==> src/source/fetch_pkg.sv <==
package fetch_pkg;

    // one 32-bit instruction per 16-bit word address
    typedef logic [15:0] addr_t;
    typedef logic [31:0] instr_t;

    // opcode field sits in instr[31:28]
    typedef enum logic [3:0] {
        op_alu     = 4'h0,
        op_load    = 4'h1,
        op_br_cond = 4'h2,  // conditional branch
        op_jump    = 4'h3   // unconditional, always taken
    } opcode_e;

    // any encoding not listed above falls back to alu behavior

    // queue entry toward dispatch, 66 bits total
    typedef struct packed {
        instr_t instruction;  // [65:34]
        addr_t  pc;           // [33:18]
        logic   is_cond_br;   // [17]
        logic   pred_taken;   // [16]
        addr_t  pred_target;  // [15:0]
    } fetch_entry_t;

    localparam int unsigned QUEUE_DEPTH = 8;

    // first fetch address after reset
    localparam addr_t RESET_PC = 16'h0000;

endpackage

==> src/source/icache_pkg.sv <==
package icache_pkg;

    // direct mapped, 8 sets of two-instruction blocks
    localparam int unsigned NUM_SETS        = 8;
    localparam int unsigned WORDS_PER_BLOCK = 2;
    localparam int unsigned BLOCK_BITS      = 64;

    // pc[0] word select, pc[3:1] index, pc[15:4] tag
    localparam int unsigned INDEX_BITS = 3;
    localparam int unsigned TAG_BITS   = 12;

    // four-phase refill engine
    typedef enum logic [1:0] {
        idle,           // no refill in flight
        req_wait_ack,   // mem_req high, waiting for ack
        drop_wait_ack   // block written, waiting for ack to fall
    } refill_state_e;

endpackage

==> src/source/fetch_lookup_if.sv <==
`timescale 1ns/100ps

// one lookup per cycle, fully combinational from the pc register
interface fetch_lookup_if;
    import fetch_pkg::*;

    addr_t  pc;           // from pc_gen
    logic   hit;          // from icache
    instr_t instr;        // selected word of the block
    logic   is_cond_br;   // predecode results
    logic   pred_taken;
    addr_t  pred_target;

    modport pc_side (output pc, input hit, input pred_target);

    modport cache_side (input pc, output hit, output instr);

    modport predict_side (
        input  pc,
        input  instr,
        output is_cond_br,
        output pred_taken,
        output pred_target
    );

endinterface

==> src/source/pc_gen.sv <==
`timescale 1ns/100ps

module pc_gen (
    input  logic             clk,
    input  logic             rst,
    input  fetch_pkg::addr_t recovery_pc,
    input  logic             recovery_pc_valid,
    input  logic             enq_ready,
    fetch_lookup_if.pc_side  lookup
);
    import fetch_pkg::*;

    addr_t pc_q;
    addr_t pc_next;
    logic  advance;

    // move on only when the word was found and the queue took it
    assign advance = lookup.hit && enq_ready;

    always_comb begin
        if (recovery_pc_valid) begin
            pc_next = recovery_pc;          // branch recovery wins
        end else if (advance) begin
            pc_next = lookup.pred_target;   // static prediction
        end else begin
            pc_next = pc_q;                 // miss or queue full
        end
    end

    // written every edge, the mux feeds back the held value
    always_ff @(posedge clk) begin
        if (rst) begin
            pc_q <= RESET_PC;
        end else begin
            pc_q <= pc_next;
        end
    end

    assign lookup.pc = pc_q;

endmodule

==> src/source/icache.sv <==
`timescale 1ns/100ps

module icache (
    input  logic                              clk,
    input  logic                              rst,
    fetch_lookup_if.cache_side                lookup,
    output logic                              mem_req,
    output fetch_pkg::addr_t                  mem_addr,
    input  logic                              mem_ack,
    input  logic [icache_pkg::BLOCK_BITS-1:0] mem_data
);
    import fetch_pkg::*;
    import icache_pkg::*;

    typedef logic [TAG_BITS-1:0] tag_t;
    typedef instr_t [WORDS_PER_BLOCK-1:0] block_t;  // word 0 in the low half

    // tag and data arrays
    logic [NUM_SETS-1:0] valid_q;
    tag_t                tag_q  [NUM_SETS];
    block_t              data_q [NUM_SETS];

    // lookup side
    logic [INDEX_BITS-1:0] index;
    tag_t                  tag;
    block_t                block;

    // refill side
    refill_state_e         state_q;
    addr_t                 refill_addr_q;
    logic [INDEX_BITS-1:0] refill_index;
    tag_t                  refill_tag;
    logic                  start_refill;
    logic                  fill_block;

    assign index = lookup.pc[1 +: INDEX_BITS];
    assign tag   = lookup.pc[$bits(addr_t)-1 -: TAG_BITS];
    assign block = data_q[index];

    assign lookup.hit   = valid_q[index] && (tag_q[index] == tag);
    assign lookup.instr = block[lookup.pc[0]];  // word select by pc bit 0

    // latched block address keeps the refill stable across recovery
    assign refill_index = refill_addr_q[1 +: INDEX_BITS];
    assign refill_tag   = refill_addr_q[$bits(addr_t)-1 -: TAG_BITS];

    assign start_refill = (state_q == idle) && !lookup.hit;
    assign fill_block   = (state_q == req_wait_ack) && mem_ack;  // first edge ack seen

    // control state of the four-phase handshake
    always_ff @(posedge clk) begin
        if (rst) begin
            state_q <= idle;
            valid_q <= '0;   // cold cache
        end else begin
            case (state_q)
                idle: begin
                    if (start_refill) begin
                        state_q <= req_wait_ack;
                    end
                end
                req_wait_ack: begin
                    if (mem_ack) begin
                        state_q               <= drop_wait_ack;
                        valid_q[refill_index] <= 1'b1;
                    end
                end
                drop_wait_ack: begin
                    // memory must release ack before the next request
                    if (!mem_ack) begin
                        state_q <= idle;
                    end
                end
                default: state_q <= idle;
            endcase
        end
    end

    // block address, tags and data
    always_ff @(posedge clk) begin
        if (start_refill) begin
            refill_addr_q <= {lookup.pc[$bits(addr_t)-1:1], 1'b0};  // block aligned
        end
        if (fill_block) begin
            tag_q[refill_index]  <= refill_tag;
            data_q[refill_index] <= mem_data;
        end
    end

    assign mem_req  = (state_q == req_wait_ack);  // drops right after the fill edge
    assign mem_addr = refill_addr_q;

endmodule

==> src/source/next_pc_predict.sv <==
`timescale 1ns/100ps

module next_pc_predict (
    fetch_lookup_if.predict_side lookup
);
    import fetch_pkg::*;

    opcode_e opcode;
    addr_t   offset;
    logic    backward;
    addr_t   seq_pc;
    addr_t   br_target;

    assign opcode = opcode_e'(lookup.instr[31:28]);

    // 16-bit offset already spans the address width, so sign extension is a no-op
    assign offset    = lookup.instr[15:0];
    assign backward  = offset[$bits(addr_t)-1];
    assign seq_pc    = lookup.pc + addr_t'(1);
    assign br_target = lookup.pc + offset;  // wraps in the 64K word space

    always_comb begin
        lookup.is_cond_br  = 1'b0;
        lookup.pred_taken  = 1'b0;
        lookup.pred_target = seq_pc;
        case (opcode)
            op_jump: begin
                lookup.pred_taken  = 1'b1;    // jumps always redirect
                lookup.pred_target = br_target;
            end
            op_br_cond: begin
                lookup.is_cond_br = 1'b1;
                // backward taken, forward not taken
                if (backward) begin
                    lookup.pred_taken  = 1'b1;
                    lookup.pred_target = br_target;
                end
            end
            default: ;  // alu, load and unknown codes keep seq_pc
        endcase
    end

endmodule

==> src/source/instr_queue.sv <==
`timescale 1ns/100ps

module instr_queue (
    input  logic                    clk,
    input  logic                    rst,
    input  logic                    flush,
    input  logic                    enq_valid,
    output logic                    enq_ready,
    input  fetch_pkg::fetch_entry_t enq_data,
    output logic                    deq_valid,
    input  logic                    deq_ready,
    output fetch_pkg::fetch_entry_t deq_data
);
    import fetch_pkg::*;

    typedef logic [$clog2(QUEUE_DEPTH)-1:0] ptr_t;
    typedef logic [$clog2(QUEUE_DEPTH):0]   count_t;  // one extra bit for full

    fetch_entry_t entries [QUEUE_DEPTH];
    ptr_t         rd_ptr;
    ptr_t         wr_ptr;
    count_t       count;
    logic         do_enq;
    logic         do_deq;

    assign enq_ready = (count != count_t'(QUEUE_DEPTH));
    assign deq_valid = (count != '0) && !flush;   // hidden in the flush cycle
    assign deq_data  = entries[rd_ptr];

    assign do_enq = enq_valid && enq_ready && !flush;  // flush drops the incoming word
    assign do_deq = deq_valid && deq_ready;

    // pointers and occupancy
    always_ff @(posedge clk) begin
        if (rst || flush) begin
            rd_ptr <= '0;
            wr_ptr <= '0;
            count  <= '0;
        end else begin
            if (do_enq) begin
                wr_ptr <= wr_ptr + 1'b1;  // power of two depth wraps by itself
            end
            if (do_deq) begin
                rd_ptr <= rd_ptr + 1'b1;
            end
            case ({do_enq, do_deq})
                2'b10:   count <= count + 1'b1;
                2'b01:   count <= count - 1'b1;
                default: count <= count;  // both or neither
            endcase
        end
    end

    // storage
    always_ff @(posedge clk) begin
        if (do_enq) begin
            entries[wr_ptr] <= enq_data;
        end
    end

endmodule

==> src/source/ifu_top.sv <==
`timescale 1ns/100ps

module ifu_top (
    input  logic        clk,
    input  logic        rst,
    input  logic [15:0] recovery_pc,
    input  logic        recovery_pc_valid,
    output logic        mem_req,
    output logic [15:0] mem_addr,
    input  logic        mem_ack,
    input  logic [63:0] mem_data,
    input  logic        dispatch_ready,
    output logic        instr_valid,
    output logic [65:0] instr_to_dispatch
);
    import fetch_pkg::*;

    fetch_lookup_if lookup ();

    fetch_entry_t enq_entry;
    fetch_entry_t deq_entry;
    logic         enq_ready;

    pc_gen i_pc_gen (
        .clk               (clk),
        .rst               (rst),
        .recovery_pc       (recovery_pc),
        .recovery_pc_valid (recovery_pc_valid),
        .enq_ready         (enq_ready),         // queue back-pressure holds the pc
        .lookup            (lookup.pc_side)
    );

    icache i_icache (
        .clk      (clk),
        .rst      (rst),
        .lookup   (lookup.cache_side),
        .mem_req  (mem_req),
        .mem_addr (mem_addr),
        .mem_ack  (mem_ack),
        .mem_data (mem_data)
    );

    next_pc_predict i_next_pc_predict (
        .lookup (lookup.predict_side)
    );

    // entry for the word looked up this cycle
    assign enq_entry.instruction = lookup.instr;
    assign enq_entry.pc          = lookup.pc;
    assign enq_entry.is_cond_br  = lookup.is_cond_br;
    assign enq_entry.pred_taken  = lookup.pred_taken;
    assign enq_entry.pred_target = lookup.pred_target;

    instr_queue i_instr_queue (
        .clk       (clk),
        .rst       (rst),
        .flush     (recovery_pc_valid),  // recovery squashes queued work
        .enq_valid (lookup.hit),
        .enq_ready (enq_ready),
        .enq_data  (enq_entry),
        .deq_valid (instr_valid),
        .deq_ready (dispatch_ready),
        .deq_data  (deq_entry)
    );

    assign instr_to_dispatch = deq_entry;

endmodule

==> config.mk <==
export PLATFORM = sky130hd
export DESIGN_NAME = ifu_top
export DESIGN_NICKNAME = d
export VERILOG_FILES = /design/src/source/fetch_pkg.sv /design/src/source/icache_pkg.sv /design/src/source/fetch_lookup_if.sv /design/src/source/pc_gen.sv /design/src/source/icache.sv /design/src/source/next_pc_predict.sv /design/src/source/instr_queue.sv /design/src/source/ifu_top.sv
export SDC_FILE = /design/constraint.sdc
export NUM_CORES = 1
export LEC_CHECK = 0
export ABC_AREA = 0
export ABC_CLOCK_PERIOD_IN_PS = 11050
export BUFFER_PORTS_ARGS = -buffer_cell sky130_fd_sc_hd__buf_4
export CAP_MARGIN = 20
export CORE_MARGIN = 1.5
export CORE_UTILIZATION = 45
export CTS_BUF_LIST = sky130_fd_sc_hd__clkbuf_4 sky130_fd_sc_hd__clkbuf_8 sky130_fd_sc_hd__clkbuf_16
export DETAILED_ROUTE_END_ITERATION = 7
export PLACE_DENSITY_LB_ADDON = 0.1
export SYNTH_ARGS = -nofsm -noshare
export SYNTH_HDL_FRONTEND = slang
export SYNTH_HIERARCHICAL = 1
export SYNTH_SLANG_ARGS = --single-unit
==> constraint.sdc <==
create_clock -name clk -period 11.05 [get_ports clk]
set_input_delay 0 -clock clk [delete_from_list [all_inputs] [get_ports clk]]
set_output_delay 0 -clock clk [all_outputs]
set_load 0.01 [all_outputs]
---- Yosys cells after proc, flatten, opt, wreduce, memory -nomap -nowiden ----
Memory sizes are Yosys's and may differ from the RTL's. A register that Yosys moved wholly into a read port is not among the register bits.
Index checks and enable logic that the tools add are counted.
storage, ports and cells
  register bits ........................... 51
  output and inout port bits .............. 84
  memory bits (read-only) ................. 0
  memory bits (writable) .................. 1136
  bits in latches ......................... 0
  bits of input ports ..................... 85
  logic and storage cells ................. 77
  memories kept ........................... 3
memories
  memory                 words  bits a word  rd ports  clocked after Yosys merged registers in  wr ports  RTL line           RTL
  i_instr_queue.entries  8      66           1         1                                        1         instr_queue.sv:19  fetch_entry_t entries [QUEUE_DEPTH];
  i_icache.data_q        8      64           1         1                                        1         icache.sv:21       block_t data_q [NUM_SETS];
  i_icache.tag_q         8      12           1         1                                        1         icache.sv:20       tag_t tag_q [NUM_SETS];
cells by class
  divide/modulo/power cells ............... 0
  muxes and demuxes ....................... 28
  $lt $le $gt $ge ......................... 4
  bitwise gates (word level) .............. 1
  add/subtract/negate cells ............... 6
  $mul .................................... 0
  reductions and logical operators ........ 17
  equal/unequal tests ..................... 11
  shifts and indexed selects .............. 0
operators by type and width
  kind                                                                     number
  32-bit two-way mux                                                       2
  16-bit two-way mux                                                       3
  16-bit case mux with 2 select lines                                      1
  3-bit two-way mux                                                        6
  16-bit by 1-bit adder with 16-bit output, second input constant          1
  16-bit adder                                                             1
  12-bit == test                                                           1
  4-bit by 2-bit == test with 1-bit output, second input constant          2
  1-bit logical AND                                                        8
  3-bit by 4-bit < comparator with 1-bit output, second input constant     2
  1-bit two-way mux                                                        8
  8-bit bitwise OR                                                         1
  4-bit case mux with 2 select lines                                       1
  3-bit by 1-bit adder with 3-bit output, second input constant            2
  2-bit two-way mux                                                        3
  2-bit case mux with 3 select lines                                       1
  4-bit by 1-bit adder with 4-bit output, second input constant            1
  2-bit by 1-bit == test with 1-bit output, second input constant          2
  2-bit == test, second input constant                                     2
  2-bit by 1-bit inequality test with 1-bit output, second input constant  2
  4-bit inequality test, second input constant                             1
  2-bit nonzero test                                                       2
  4-bit nonzero test                                                       1
  4-bit by 1-bit subtractor with 4-bit output, second input constant       1
  other kinds (11)                                                         12

---- Depth between registers and ports, before layout ----
Gate-level depths: netlist of the first run.
  depth in word-level cells ............... 9
  gate-level depth with buffers ........... 18
  gate-level depth less buffers ........... 15

---- Modules after synthesis ----
The synthesis of the first run kept the hierarchy.
modules (own cells, without submodules)
  module           cells an instance  instances  seq. area each (sq um)  area an instance (sq um)
  icache           974                1          18908.1                 23931.7
  instr_queue      841                1          16115.5                 20473.4
  next_pc_predict  181                1          0.0                     1242.4
  pc_gen           92                 1          320.3                   1077.3

---- Least setup slack after synthesis of the first run ----
No wires, ideal clock.
  path kind ............................... reg2reg
  start ................................... reg i_pc_gen.pc_q[2] (netlist: i_pc_gen/lookup.pc[2])
  end ..................................... mem i_instr_queue/entries[0][0] (netlist bit) (enable)
  arrival time ............................ 7.383 ns
  data required time ...................... 10.479 ns
  path slack .............................. 3.096 ns
  cell stages (with the launch flop) ...... 12
  cell sequence ........................... dfxtp_1 -> buf_4 -> buf_2 -> mux4_2 -> nor2b_1 -> o32ai_1 -> nand3_1 -> nor4_4 -> and2_1 -> nand2_1 -> or3_1 -> nor3_1
on the way
  longest elaborated chain between the ends .. 7
RTL lines
  what                                       RTL line              RTL
  start: declaration                         pc_gen.sv:13          addr_t pc_q;
  start signal: assignment                   pc_gen.sv:35          pc_q <= pc_next;
  1-bit binary-select mux with 3-bit select  icache.sv:40          assign lookup.hit = valid_q[index] && (tag_q[index] == tag);
  1-bit two-way mux (not written as such)    icache.sv:40
  1-bit logical AND                          icache.sv:40
  named net lookup.hit                       fetch_lookup_if.sv:8  logic hit;
  1-bit logical AND (2 in a row)             instr_queue.sv:30     assign do_enq = enq_valid && enq_ready && !flush;
  1-bit two-way mux                          instr_queue.sv:56     if (do_enq) begin
  1-bit two-way mux (not written as such)    instr_queue.sv:57     entries[wr_ptr] <= enq_data;
  end: declaration                           instr_queue.sv:19
The timed path passes the listed nets, and every way through them passes these cells. The select of a mux whose other input is x is not followed.

---- Worst setup path in the final report of the first run ----
  start ................................... reg i_pc_gen.pc_q[1] (netlist: i_pc_gen/lookup.pc[1])
  end ..................................... reg i_pc_gen.pc_q[15] (netlist: i_pc_gen/lookup.pc[15])
on the way
  longest elaborated chain between the ends .. 5
  elaborated cells on any way between the ends .. 11
  those cells by class .................... add/sub (2); mux (6); reduce/logical (3)
RTL lines
  what                                                                             RTL line                                      RTL
  16-bit by 1-bit adder with 16-bit output / 16-bit adder (equally long branches)  next_pc_predict.sv:19, next_pc_predict.sv:20
  16-bit two-way mux                                                               next_pc_predict.sv:34                         if (backward) begin
  16-bit case mux with 2 select lines (*)                                          next_pc_predict.sv:26                         case (opcode)
  named net lookup.pred_target[15]                                                 fetch_lookup_if.sv:12                         addr_t pred_target;
  16-bit two-way mux (*)                                                           pc_gen.sv:23                                  end else if (advance) begin
  16-bit two-way mux (*)                                                           pc_gen.sv:21                                  if (recovery_pc_valid) begin
The timed path passes the listed nets; every way through them passes the cells marked *. The select of a mux whose other input is x is not followed.
A chain may end at the register's enable or synchronous reset.

==> impl_metrics.json, run 1 <==
{
  "drt-total-wl_mm": 105,
  "grtUsageMet3_pct": 3.97,
  "critPathTopFamily": "buffers and inverters",
  "via_count": 22223,
  "port_buffers": 167,
  "synthArstFlopShare_pct": 0,
  "switching_share_pct": 21.0,
  "status": "finished clean",
  "p_leak_nw": 17.4,
  "drv_cap": 0,
  "crit_fanout": 30,
  "muxShareOfSynthArea_pct": 17.2,
  "clk_path_buf_depth": 3,
  "setup_viol": 0,
  "hold_path.class": "input port to register",
  "synth-simple-area-share_pct": 2.25,
  "holdWs_ns": 0.0596,
  "seqPwrFrac_pct": 51.8,
  "syn_inst": 2088,
  "cts_num_sinks": 1190,
  "fin_crit_sh_pct": 56.0,
  "fp.coreArea_um2": 103000,
  "post-cts-setup-buffers": 0,
  "tns_ns": 0,
  "critPathRequiredTime_ns": 11.71,
  "crit_chain": "buf_4 -> buf_16 -> mux4_2 -> mux4_2 -> o21ai_4 -> clkinv_1 -> o31ai_1 -> nor3_2 -> xnor2_1 -> and4bb_2 -> a2111oi_2 -> dlygate4sd3_1",
  "cts_tree": "done",
  "grt_use_met1_pct": 28.7,
  "intPower_mw": 7.78,
  "dr.first_iter.drc_count": 1604,
  "fmax_mhz": 162,
  "vias_per_cell": 5.65,
  "drtPass1Iterations": 5,
  "chipHeight_um": 325,
  "drcViolationCount": 0,
  "yosysSeqAreaShare_pct": 75.6,
  "hold_viol": 0,
  "r2r_setup_slack_ns": 4.86,
  "avgSynthCellArea_um2": 22.4,
  "netlist_area_um2": 46700,
  "dp_hpwl_mm": 59.2,
  "rsz0062_at_grt": "false",
  "max_slew_margin_pct": 24.8,
  "pwr_density_cell_nw_per_um2": 179,
  "irDropWorstVdd_uv": 148,
  "ys_types": 78,
  "synth_nets": 2195,
  "n_fill_cell": 8036,
  "grt_busiest_layer": "met2",
  "synthFlopType": "edfxtp_1",
  "insertion_delay_ns": 0.72,
  "fp-row-count": 118,
  "critPathKind": "register to register",
  "postRouteAntennaNets": 0,
  "clockRootBuffer": "clkbuf_16",
  "crit_path_frequent_cell": "mux4_2",
  "end_kind": "register",
  "worst-path-buf-inv": 4,
  "nNetsFinal": 2559,
  "synth-compound-area-share_pct": 2.20,
  "clk_pin_slew_worst_paths_ns": 0.06,
  "finalCriticalPeriod_ns": 6.19,
  "p_switching_mw": 2.06,
  "antenna_found_initial": 6,
  "met2_usage_pct": 32.0,
  "grt_pass1_wl_mm": 156,
  "place.gp.congestion": 0.792,
  "final_cell_mix": "edfxtp_1, mux4_2, buf_4",
  "start_kind": "register",
  "grt_pass1_vias": 23550,
  "ctsResizeCount": 0,
  "yosysWarnings": 6,
  "synth_xor_area_share_pct": 0.712,
  "area_delta_synth_final_pct": 17.7,
  "drive_gt1_share_pct": 35.2,
  "maxSlewViolCount": 0,
  "die_w_um": 325,
  "skew_ns": 0.0189,
  "grt_usage_pct": 20.2,
  "gr-total-overflow": 0,
  "tightest_slew_ns": 1.12,
  "pwr-share-clk_pct": 42.4,
  "start_util_pct": 45.3,
  "synth_top_family_by_area": "multiplexers",
  "critPathArrivalTime_ns": 6.85,
  "die_area_um2": 106000,
  "cts.htree.levels": 4,
  "synth-seq-cells": 1190,
  "cts-buffers-inserted": 130,
  "synth-adder-area-share_pct": 0.605,
  "synth_edf_count": 1151,
  "wl_per_cell_um": 26.7,
  "critPathSlowestCell": "clkinv_1",
  "max_stage_delay_ns": 0.67,
  "grt_max_degree": 72,
  "comb_power_share_pct": 5.8,
  "ios": 169,
  "final_common_cell": "edfxtp_1"
}
## cell type report
| cell class | instances | area, um2 | area share, % |
|---|---|---|---|
| clock inverter | 68 | 556 | 1.01 |
| antenna | 1 | 2.50 | 0.00455 |
| timing repair buffer | 333 | 2850 | 5.18 |
| inverter | 25 | 93.8 | 0.171 |
| tap | 1380 | 1730 | 3.14 |
| clock buffer | 161 | 3570 | 6.50 |
| multi-input combinational | 772 | 10800 | 19.7 |
| sequential | 1190 | 35400 | 64.3 |
## layer usage
metal  wire length, um  up-vias
met1             47200    11941
met4              2380        4
met2             50000      549
li1                  -     9571
met3              5440      158
met5                20        -
## timing repair
action                                 4_1_cts  5_1_grt
setup endpoints to repair                    0        0
endpoints found under the hold margin      545        0
hold buffers                               100        0
## power groups by stage
stage	clock (mW)	sequential [mW]	combinational [mW]
after floorplan	0	5.18	0.313
after global placement	0	5.19	0.527
after detailed placement	0	5.19	0.541
after CTS	4.28	5.10	0.572
after global routing	4.44	5.10	0.618
final	4.17	5.10	0.573
## logic make-up (layout without fill, tap and decap cells)
logic type	after synthesis	after routing
compound gates	121	121
flops	1190	1190
simple gates	182	182
fa+ha+maj	22	22
buf+inv	126	587
other cells	1	2
mux	408	408
xor+xnor	38	38
## path summary, 6_finish.rpt
path                                  to                  start  depth (start not counted)
setup / recovery  i_pc_gen/lookup.pc[15]  i_pc_gen/lookup.pc[1]                         12
hold / removal    i_icache/data_q[2][49]           mem_data[49]                          2
setup reg to reg  i_pc_gen/lookup.pc[15]  i_pc_gen/lookup.pc[1]                         12
hold reg to reg      i_icache/valid_q[0]    i_icache/valid_q[0]                          2
## state kept, by name, indices dropped and copies added, names as in the netlist, named ones only
register	cells
i_icache/data_q	512
i_icache/mem_addr	15
i_icache/state_q	2
i_icache/tag_q	96
i_icache/valid_q	8
i_instr_queue/count	4
i_instr_queue/entries	528
i_instr_queue/rd_ptr	3
i_instr_queue/wr_ptr	3
i_pc_gen/lookup.pc	16
## metrics by stage
stage	setup WS, ns	util [%]	area (um2)	std cells	total power [mW]
detailed placement	4.60	48.1	49700	3590	5.73
global route	4.40	53.3	55000	3930	10.2
floorplan	3.10	-	46700	2088	5.50
finish	4.86	53.3	55000	3930	9.84
CTS	4.55	53.1	54800	3919	9.95
global placement	4.62	48.1	49700	3589	5.71
## synth_stat cells, drive strengths merged (3+ instances only)
cell type	count	area, um2
nor2	56	210
clkbuf	36	135
or3	7	43.8
nand4	8	50.1
a21oi	19	98.9
ha	21	263
a211oi	19	168
a221oi	3	32.5
o21ai	26	153
nor3b	3	32.5
and3	3	18.8
mux4	306	6890
dfxtp	39	781
nand3	15	80.1
nand2	34	128
edfxtp	1151	34600
inv	24	90.1
mux2	81	912
a2111oi	17	280
nor3	12	70.1
or2	3	18.8
nand2b	6	37.5
xnor2	20	175
and4bb	16	200
buf	65	440
nor4	3	33.8
nor2b	6	45.0
a21o	5	37.5
mux2i	21	210
xor2	18	158
o22ai	5	31.3
Power figures use the tool's default switching activity.
==> inputs of run 2 (changes only) <==
Settings changed: ABC_CLOCK_PERIOD_IN_PS 11050 to 6010.
Clock period 11.05 ns to 6.01 ns, I/O delays scaled along.
==> run 2 against run 1 <==
Compared with the run above:
- worst hold slack better by 0.0086 ns
- via count about the same
- largest power group unchanged
- final area rose by 0.42%
- sequential power is 84% higher
- combinational power rose by 83%
- register-to-register slack worse by 4.4 ns
- count of clock-buffer cells in the layout is 5 lower
- critical endpoint is now i_pc_gen/lookup.pc[13]
- sequential cell count unchanged
- critical path type unchanged
- global-route usage is 0.16 points higher
- total power increased by 82%
- core utilization up 0.22 points
- largest cell class unchanged
- wire length grew 1.3%
==> impl_metrics.json, run 2 (synthesis results as in run 1) <==
{
  "start_kind": "register",
  "status": "finished clean",
  "maxSlewViolCount": 0,
  "critPathArrivalTime_ns": 6.17,
  "crit_chain": "buf_4 -> mux4_2 -> mux4_2 -> ha_1 -> o21ai_2 -> a221oi_2 -> nand3_2 -> nand3_1 -> xnor2_1 -> a21oi_1 -> and4bb_1 -> a2111oi_4 -> dlygate4sd3_1",
  "nNetsFinal": 2567,
  "grt_usage_pct": 20.4,
  "hold_end": "i_icache/data_q[4][54]",
  "start_util_pct": 45.3,
  "p_leak_nw": 17.5,
  "clockRootBuffer": "clkbuf_16",
  "ctsResizeCount": 0,
  "dp_hpwl_mm": 59.7,
  "n_fill_cell": 7931,
  "crit_fanout": 36,
  "antenna_found_initial": 3,
  "final_common_cell": "edfxtp_1",
  "area_delta_synth_final_pct": 18.2,
  "multi_input_area_um2": 10900,
  "postCtsHoldBufs": 96,
  "cts_num_sinks": 1190,
  "crit_path_frequent_cell": "mux4_2",
  "drcViolationCount": 0,
  "cts-buffers-inserted": 121,
  "gr-total-overflow": 0,
  "regArea_um2": 35400,
  "grt_pass1_vias": 23613,
  "place.gp.congestion": 0.781,
  "fp.coreArea_um2": 103000,
  "hp-start": "mem_data[54]",
  "die_area_um2": 106000,
  "fin_total_pwr_mw": 18.0,
  "top_register": "i_instr_queue/entries",
  "irDropWorstVdd_uv": 277,
  "finalCriticalPeriod_ns": 5.51,
  "drive_gt1_share_pct": 36.1,
  "critPathSlowestCell": "dfxtp_4",
  "via_count": 22225,
  "critPathTopFamily": "compound AO/OA/AOI/OAI gates",
  "insertion_delay_ns": 0.72,
  "max_slew_margin_pct": 28.9,
  "drtPass1Iterations": 5,
  "hold_depth": 2,
  "skew_ns": 0.0347,
  "holdWs_ns": 0.0682,
  "post-cts-setup-buffers": 0,
  "vias_per_cell": 5.64,
  "end_kind": "register",
  "reg.largest.list": "i_instr_queue/entries x528, i_icache/data_q x512, i_icache/tag_q x96",
  "port_buffers": 167,
  "timing.rr.start": "i_pc_gen/lookup.pc[1]",
  "fmax_mhz": 182,
  "ios": 169,
  "rsz0062_at_grt": "false",
  "cts.htree.levels": 3,
  "largest_register_ffs": 528,
  "max_stage_delay_ns": 0.85,
  "fp-row-count": 118,
  "hold_viol": 0,
  "fin_crit_sh_pct": 91.6,
  "r2r_end": "i_pc_gen/lookup.pc[13]",
  "tightest_slew_ns": 1.06,
  "r2r_setup_slack_ns": 0.50,
  "pwr_density_cell_nw_per_um2": 325,
  "postRouteAntennaNets": 0,
  "die_w_um": 325,
  "cts_tree": "done",
  "wl_per_cell_um": 27.0,
  "grt_max_degree": 133,
  "critPathKind": "register to register",
  "clk_path_buf_depth": 3,
  "critPathRequiredTime_ns": 6.67,
  "drt-total-wl_mm": 106,
  "worst-path-buf-inv": 2,
  "drv_cap": 0,
  "setup_viol": 0,
  "hold_path.class": "input port to register",
  "final_cell_mix": "edfxtp_1, mux4_2, buf_4",
  "dr.first_iter.drc_count": 1831,
  "final_util_pct": 53.5,
  "clk_pin_slew_worst_paths_ns": 0.06,
  "reg2reg_depth": 13,
  "grt_pass1_wl_mm": 159,
  "chipHeight_um": 325
}
run 2: worst reg2reg max path, cell delays in order, from the launching register on:
cell	delay (ns)
dfxtp_4	0.85
buf_4	0.42
mux4_2	0.56
mux4_2	0.57
ha_1	0.48
o21ai_2	0.11
a221oi_2	0.35
nand3_2	0.18
nand3_1	0.13
xnor2_1	0.08
a21oi_1	0.58
and4bb_1	0.32
a2111oi_4	0.26
dlygate4sd3_1	0.58
run 2: metal layers:
layer,vias to the layer above,track usage (%),wire length [um]
met5,-,0,7
met4,2,5.85,2400
met3,145,3.38,5650
met2,566,32.1,50500
met1,11919,29.6,47900
li1,9593,-,-
run 2: power by group:
group          internal [mW]  leakage [nW]  switching, mW  total [mW]
Combinational          0.431          4.72          0.622        1.05
Sequential              9.29          10.8         0.0805        9.37
Clock                   4.40          2.02           3.13        7.53
run 2: through the flow:
stage               std cells  setup slack, ns  TNS [ns]  cell area, um2
global placement         3620             1.09         0           50200
finish                   3941            0.503         0           55200
CTS                      3939            0.418         0           55200
global route             3940            0.153         0           55200
floorplan                2088           -0.157    -31.05           46700
detailed placement       3620            0.937         0           50200
run 2: cell type report:
| class | count | share of cell area (%) |
|---|---|---|
| inverter | 25 | 0.170 |
| clock inverter | 67 | 1.27 |
| clock buffer | 156 | 6.04 |
| sequential | 1190 | 64.0 |
| multi-input combinational | 772 | 19.7 |
| antenna | 1 | 0.00453 |
| timing repair buffer | 350 | 5.69 |
| tap | 1380 | 3.13 |
run 2: worst max-delay path by stage:
stage	from	slack, ns	cells after the start	end
floorplan	i_pc_gen/lookup.pc[2]	-0.16	11	i_instr_queue/entries[2][0]
global placement	i_pc_gen/lookup.pc[1]	1.09	11	i_instr_queue/entries[5][52]
detailed placement	i_pc_gen/lookup.pc[1]	0.94	12	i_pc_gen/lookup.pc[13]
CTS	i_pc_gen/lookup.pc[1]	0.42	13	i_pc_gen/lookup.pc[13]
global route	i_pc_gen/lookup.pc[1]	0.15	13	i_pc_gen/lookup.pc[13]
finish	i_pc_gen/lookup.pc[1]	0.50	13	i_pc_gen/lookup.pc[13]
==> inputs of run 3 (changes only) <==
Settings changed: ABC_CLOCK_PERIOD_IN_PS 6010 to 6500.
Clock period 6.01 ns to 6.5 ns, I/O delays scaled along.
==> run 3 against run 2 <==
Compared with the run above:
- sequential power decreased by 7.5%
- largest cell class unchanged
- clock skew decreased by 0.0088 ns
- non-clock buffer count fell by 6
- critical endpoint is now i_pc_gen/lookup.pc[10]
==> impl_metrics.json, run 3 (synthesis results as in run 1) <==
{
  "setup_viol": 0,
  "wl_per_cell_um": 27.6,
  "r2r_setup_slack_ns": 0.78,
  "grt_pass1_wl_mm": 161,
  "start_kind": "register",
  "drv_cap": 0,
  "critPathRequiredTime_ns": 7.13,
  "cts.htree.levels": 3,
  "via_count": 22322,
  "grt_usage_pct": 20.7,
  "fp.coreArea_um2": 103000,
  "max_slew_margin_pct": 30.3,
  "critPathKind": "register to register",
  "post-cts-setup-buffers": 0,
  "rsz0062_at_grt": "false",
  "hold_path.class": "input port to register",
  "dp_hpwl_mm": 62.9,
  "irDropWorstVdd_uv": 236,
  "largest_register_ffs": 528,
  "final_common_cell": "edfxtp_1",
  "hp-start": "mem_data[40]",
  "drive_gt1_share_pct": 35.4,
  "cts_num_sinks": 1190,
  "grt_max_degree": 86,
  "reg.largest.list": "i_instr_queue/entries x528, i_icache/data_q x512, i_icache/tag_q x96",
  "fin_ws_ns": 0.779,
  "drt-total-wl_mm": 108,
  "insertion_delay_ns": 0.70,
  "crit_fanout": 44,
  "finalCriticalPeriod_ns": 5.72,
  "port_buffers": 167,
  "skew_ns": 0.0258,
  "final_cell_mix": "edfxtp_1, mux4_2, buf_4",
  "cts_tree": "done",
  "clk_pin_slew_worst_paths_ns": 0.06,
  "crit_start": "i_pc_gen/lookup.pc[2]",
  "clockRootBuffer": "clkbuf_16",
  "place.gp.congestion": 0.820,
  "layoutNonFillerInstCount": 3932,
  "nNetsFinal": 2561,
  "dpl.cell_count": 3617,
  "postRouteAntennaNets": 0,
  "start_util_pct": 45.3,
  "cts-buffers-inserted": 121,
  "clk_path_buf_depth": 3,
  "pwr_density_cell_nw_per_um2": 298,
  "dr.first_iter.drc_count": 1849,
  "grt_pass1_vias": 23654,
  "critPathArrivalTime_ns": 6.35,
  "chipHeight_um": 325,
  "drcViolationCount": 0,
  "tightest_slew_ns": 1.05,
  "postCtsHoldBufs": 94,
  "area_delta_synth_final_pct": 17.3,
  "gr-total-overflow": 0,
  "tns_ns": 0,
  "fp-row-count": 118,
  "drtPass1Iterations": 5,
  "die_area_um2": 106000,
  "top_register": "i_instr_queue/entries",
  "p_leak_nw": 17.3,
  "maxSlewViolCount": 0,
  "vias_per_cell": 5.68,
  "ctsResizeCount": 0,
  "end_kind": "register",
  "die_w_um": 325,
  "antenna_found_initial": 8,
  "timing.rr.start": "i_pc_gen/lookup.pc[2]",
  "status": "finished clean",
  "ios": 169,
  "pre_cts_ws_ns": 1.26,
  "hold_viol": 0,
  "fmax_mhz": 175,
  "fin_crit_sh_pct": 88.0
}
==> run 3: through the flow <==
stage / util (%) / hold slack, ns / cell area [um2] / power (mW)
2_1_floorplan: - / 0.0475 / 46700 / 9.34
3_3_place_gp: 48.5 / 0.227 / 50000 / 9.74
3_5_place_dp: 48.5 / 0.238 / 50000 / 9.77
4_1_cts: 53.1 / 0.0123 / 54800 / 16.5
5_1_grt: 53.1 / 0.0489 / 54800 / 16.8
6_report: 53.1 / 0.0772 / 54800 / 16.3
==> run 3: critical path, stage by stage, from the launching register on <==
cell and delay [ns]:
dfxtp_4 0.77, buf_4 0.41, buf_4 0.39, mux4_2 0.36
mux4_2 0.61, ha_1 0.39, nor2b_4 0.15, o31a_1 0.26
o21ai_2 0.21, o21ai_2 0.11, xnor2_1 0.15, o21ai_0 0.70
and4bb_2 0.32, a2111oi_2 0.19, dlygate4sd3_1 0.59
==> run 3: path summary, 6_finish.rpt <==
path                            end  cells past startpoint
max reg2reg  i_pc_gen/lookup.pc[10]                     14
max          i_pc_gen/lookup.pc[10]                     14
min reg2reg     i_icache/valid_q[2]                      2
min          i_icache/data_q[5][40]                      2
==> run 3: layout make-up <==
cell class | count | area (um2)
Fill cell | 7988 | 48400
Sequential cell | 1190 | 35400
Multi-Input combinational cell | 772 | 10900
Clock buffer | 160 | 3380
Timing Repair Buffer | 344 | 2930
Tap cell | 1380 | 1730
Clock inverter | 60 | 465
Inverter | 25 | 93.8
Antenna cell | 1 | 2.50
==> run 3: power breakdown <==
group          leakage (nW)  switching [mW]  internal (mW)
Combinational          4.66           0.585          0.388
Sequential             10.8          0.0785           8.59
Clock                  1.93            2.80           3.87
==> run 3: metal layers <==
| layer | vias up | track usage (%) | wire length (um) |
|---|---|---|---|
| met3 | 156 | 3.17 | 4910 |
| met1 | 12030 | 29.8 | 48900 |
| li1 | 9563 | - | - |
| met2 | 569 | 33.5 | 52400 |
| met4 | 4 | 4.97 | 2270 |
| met5 | - | 0 | 23 |
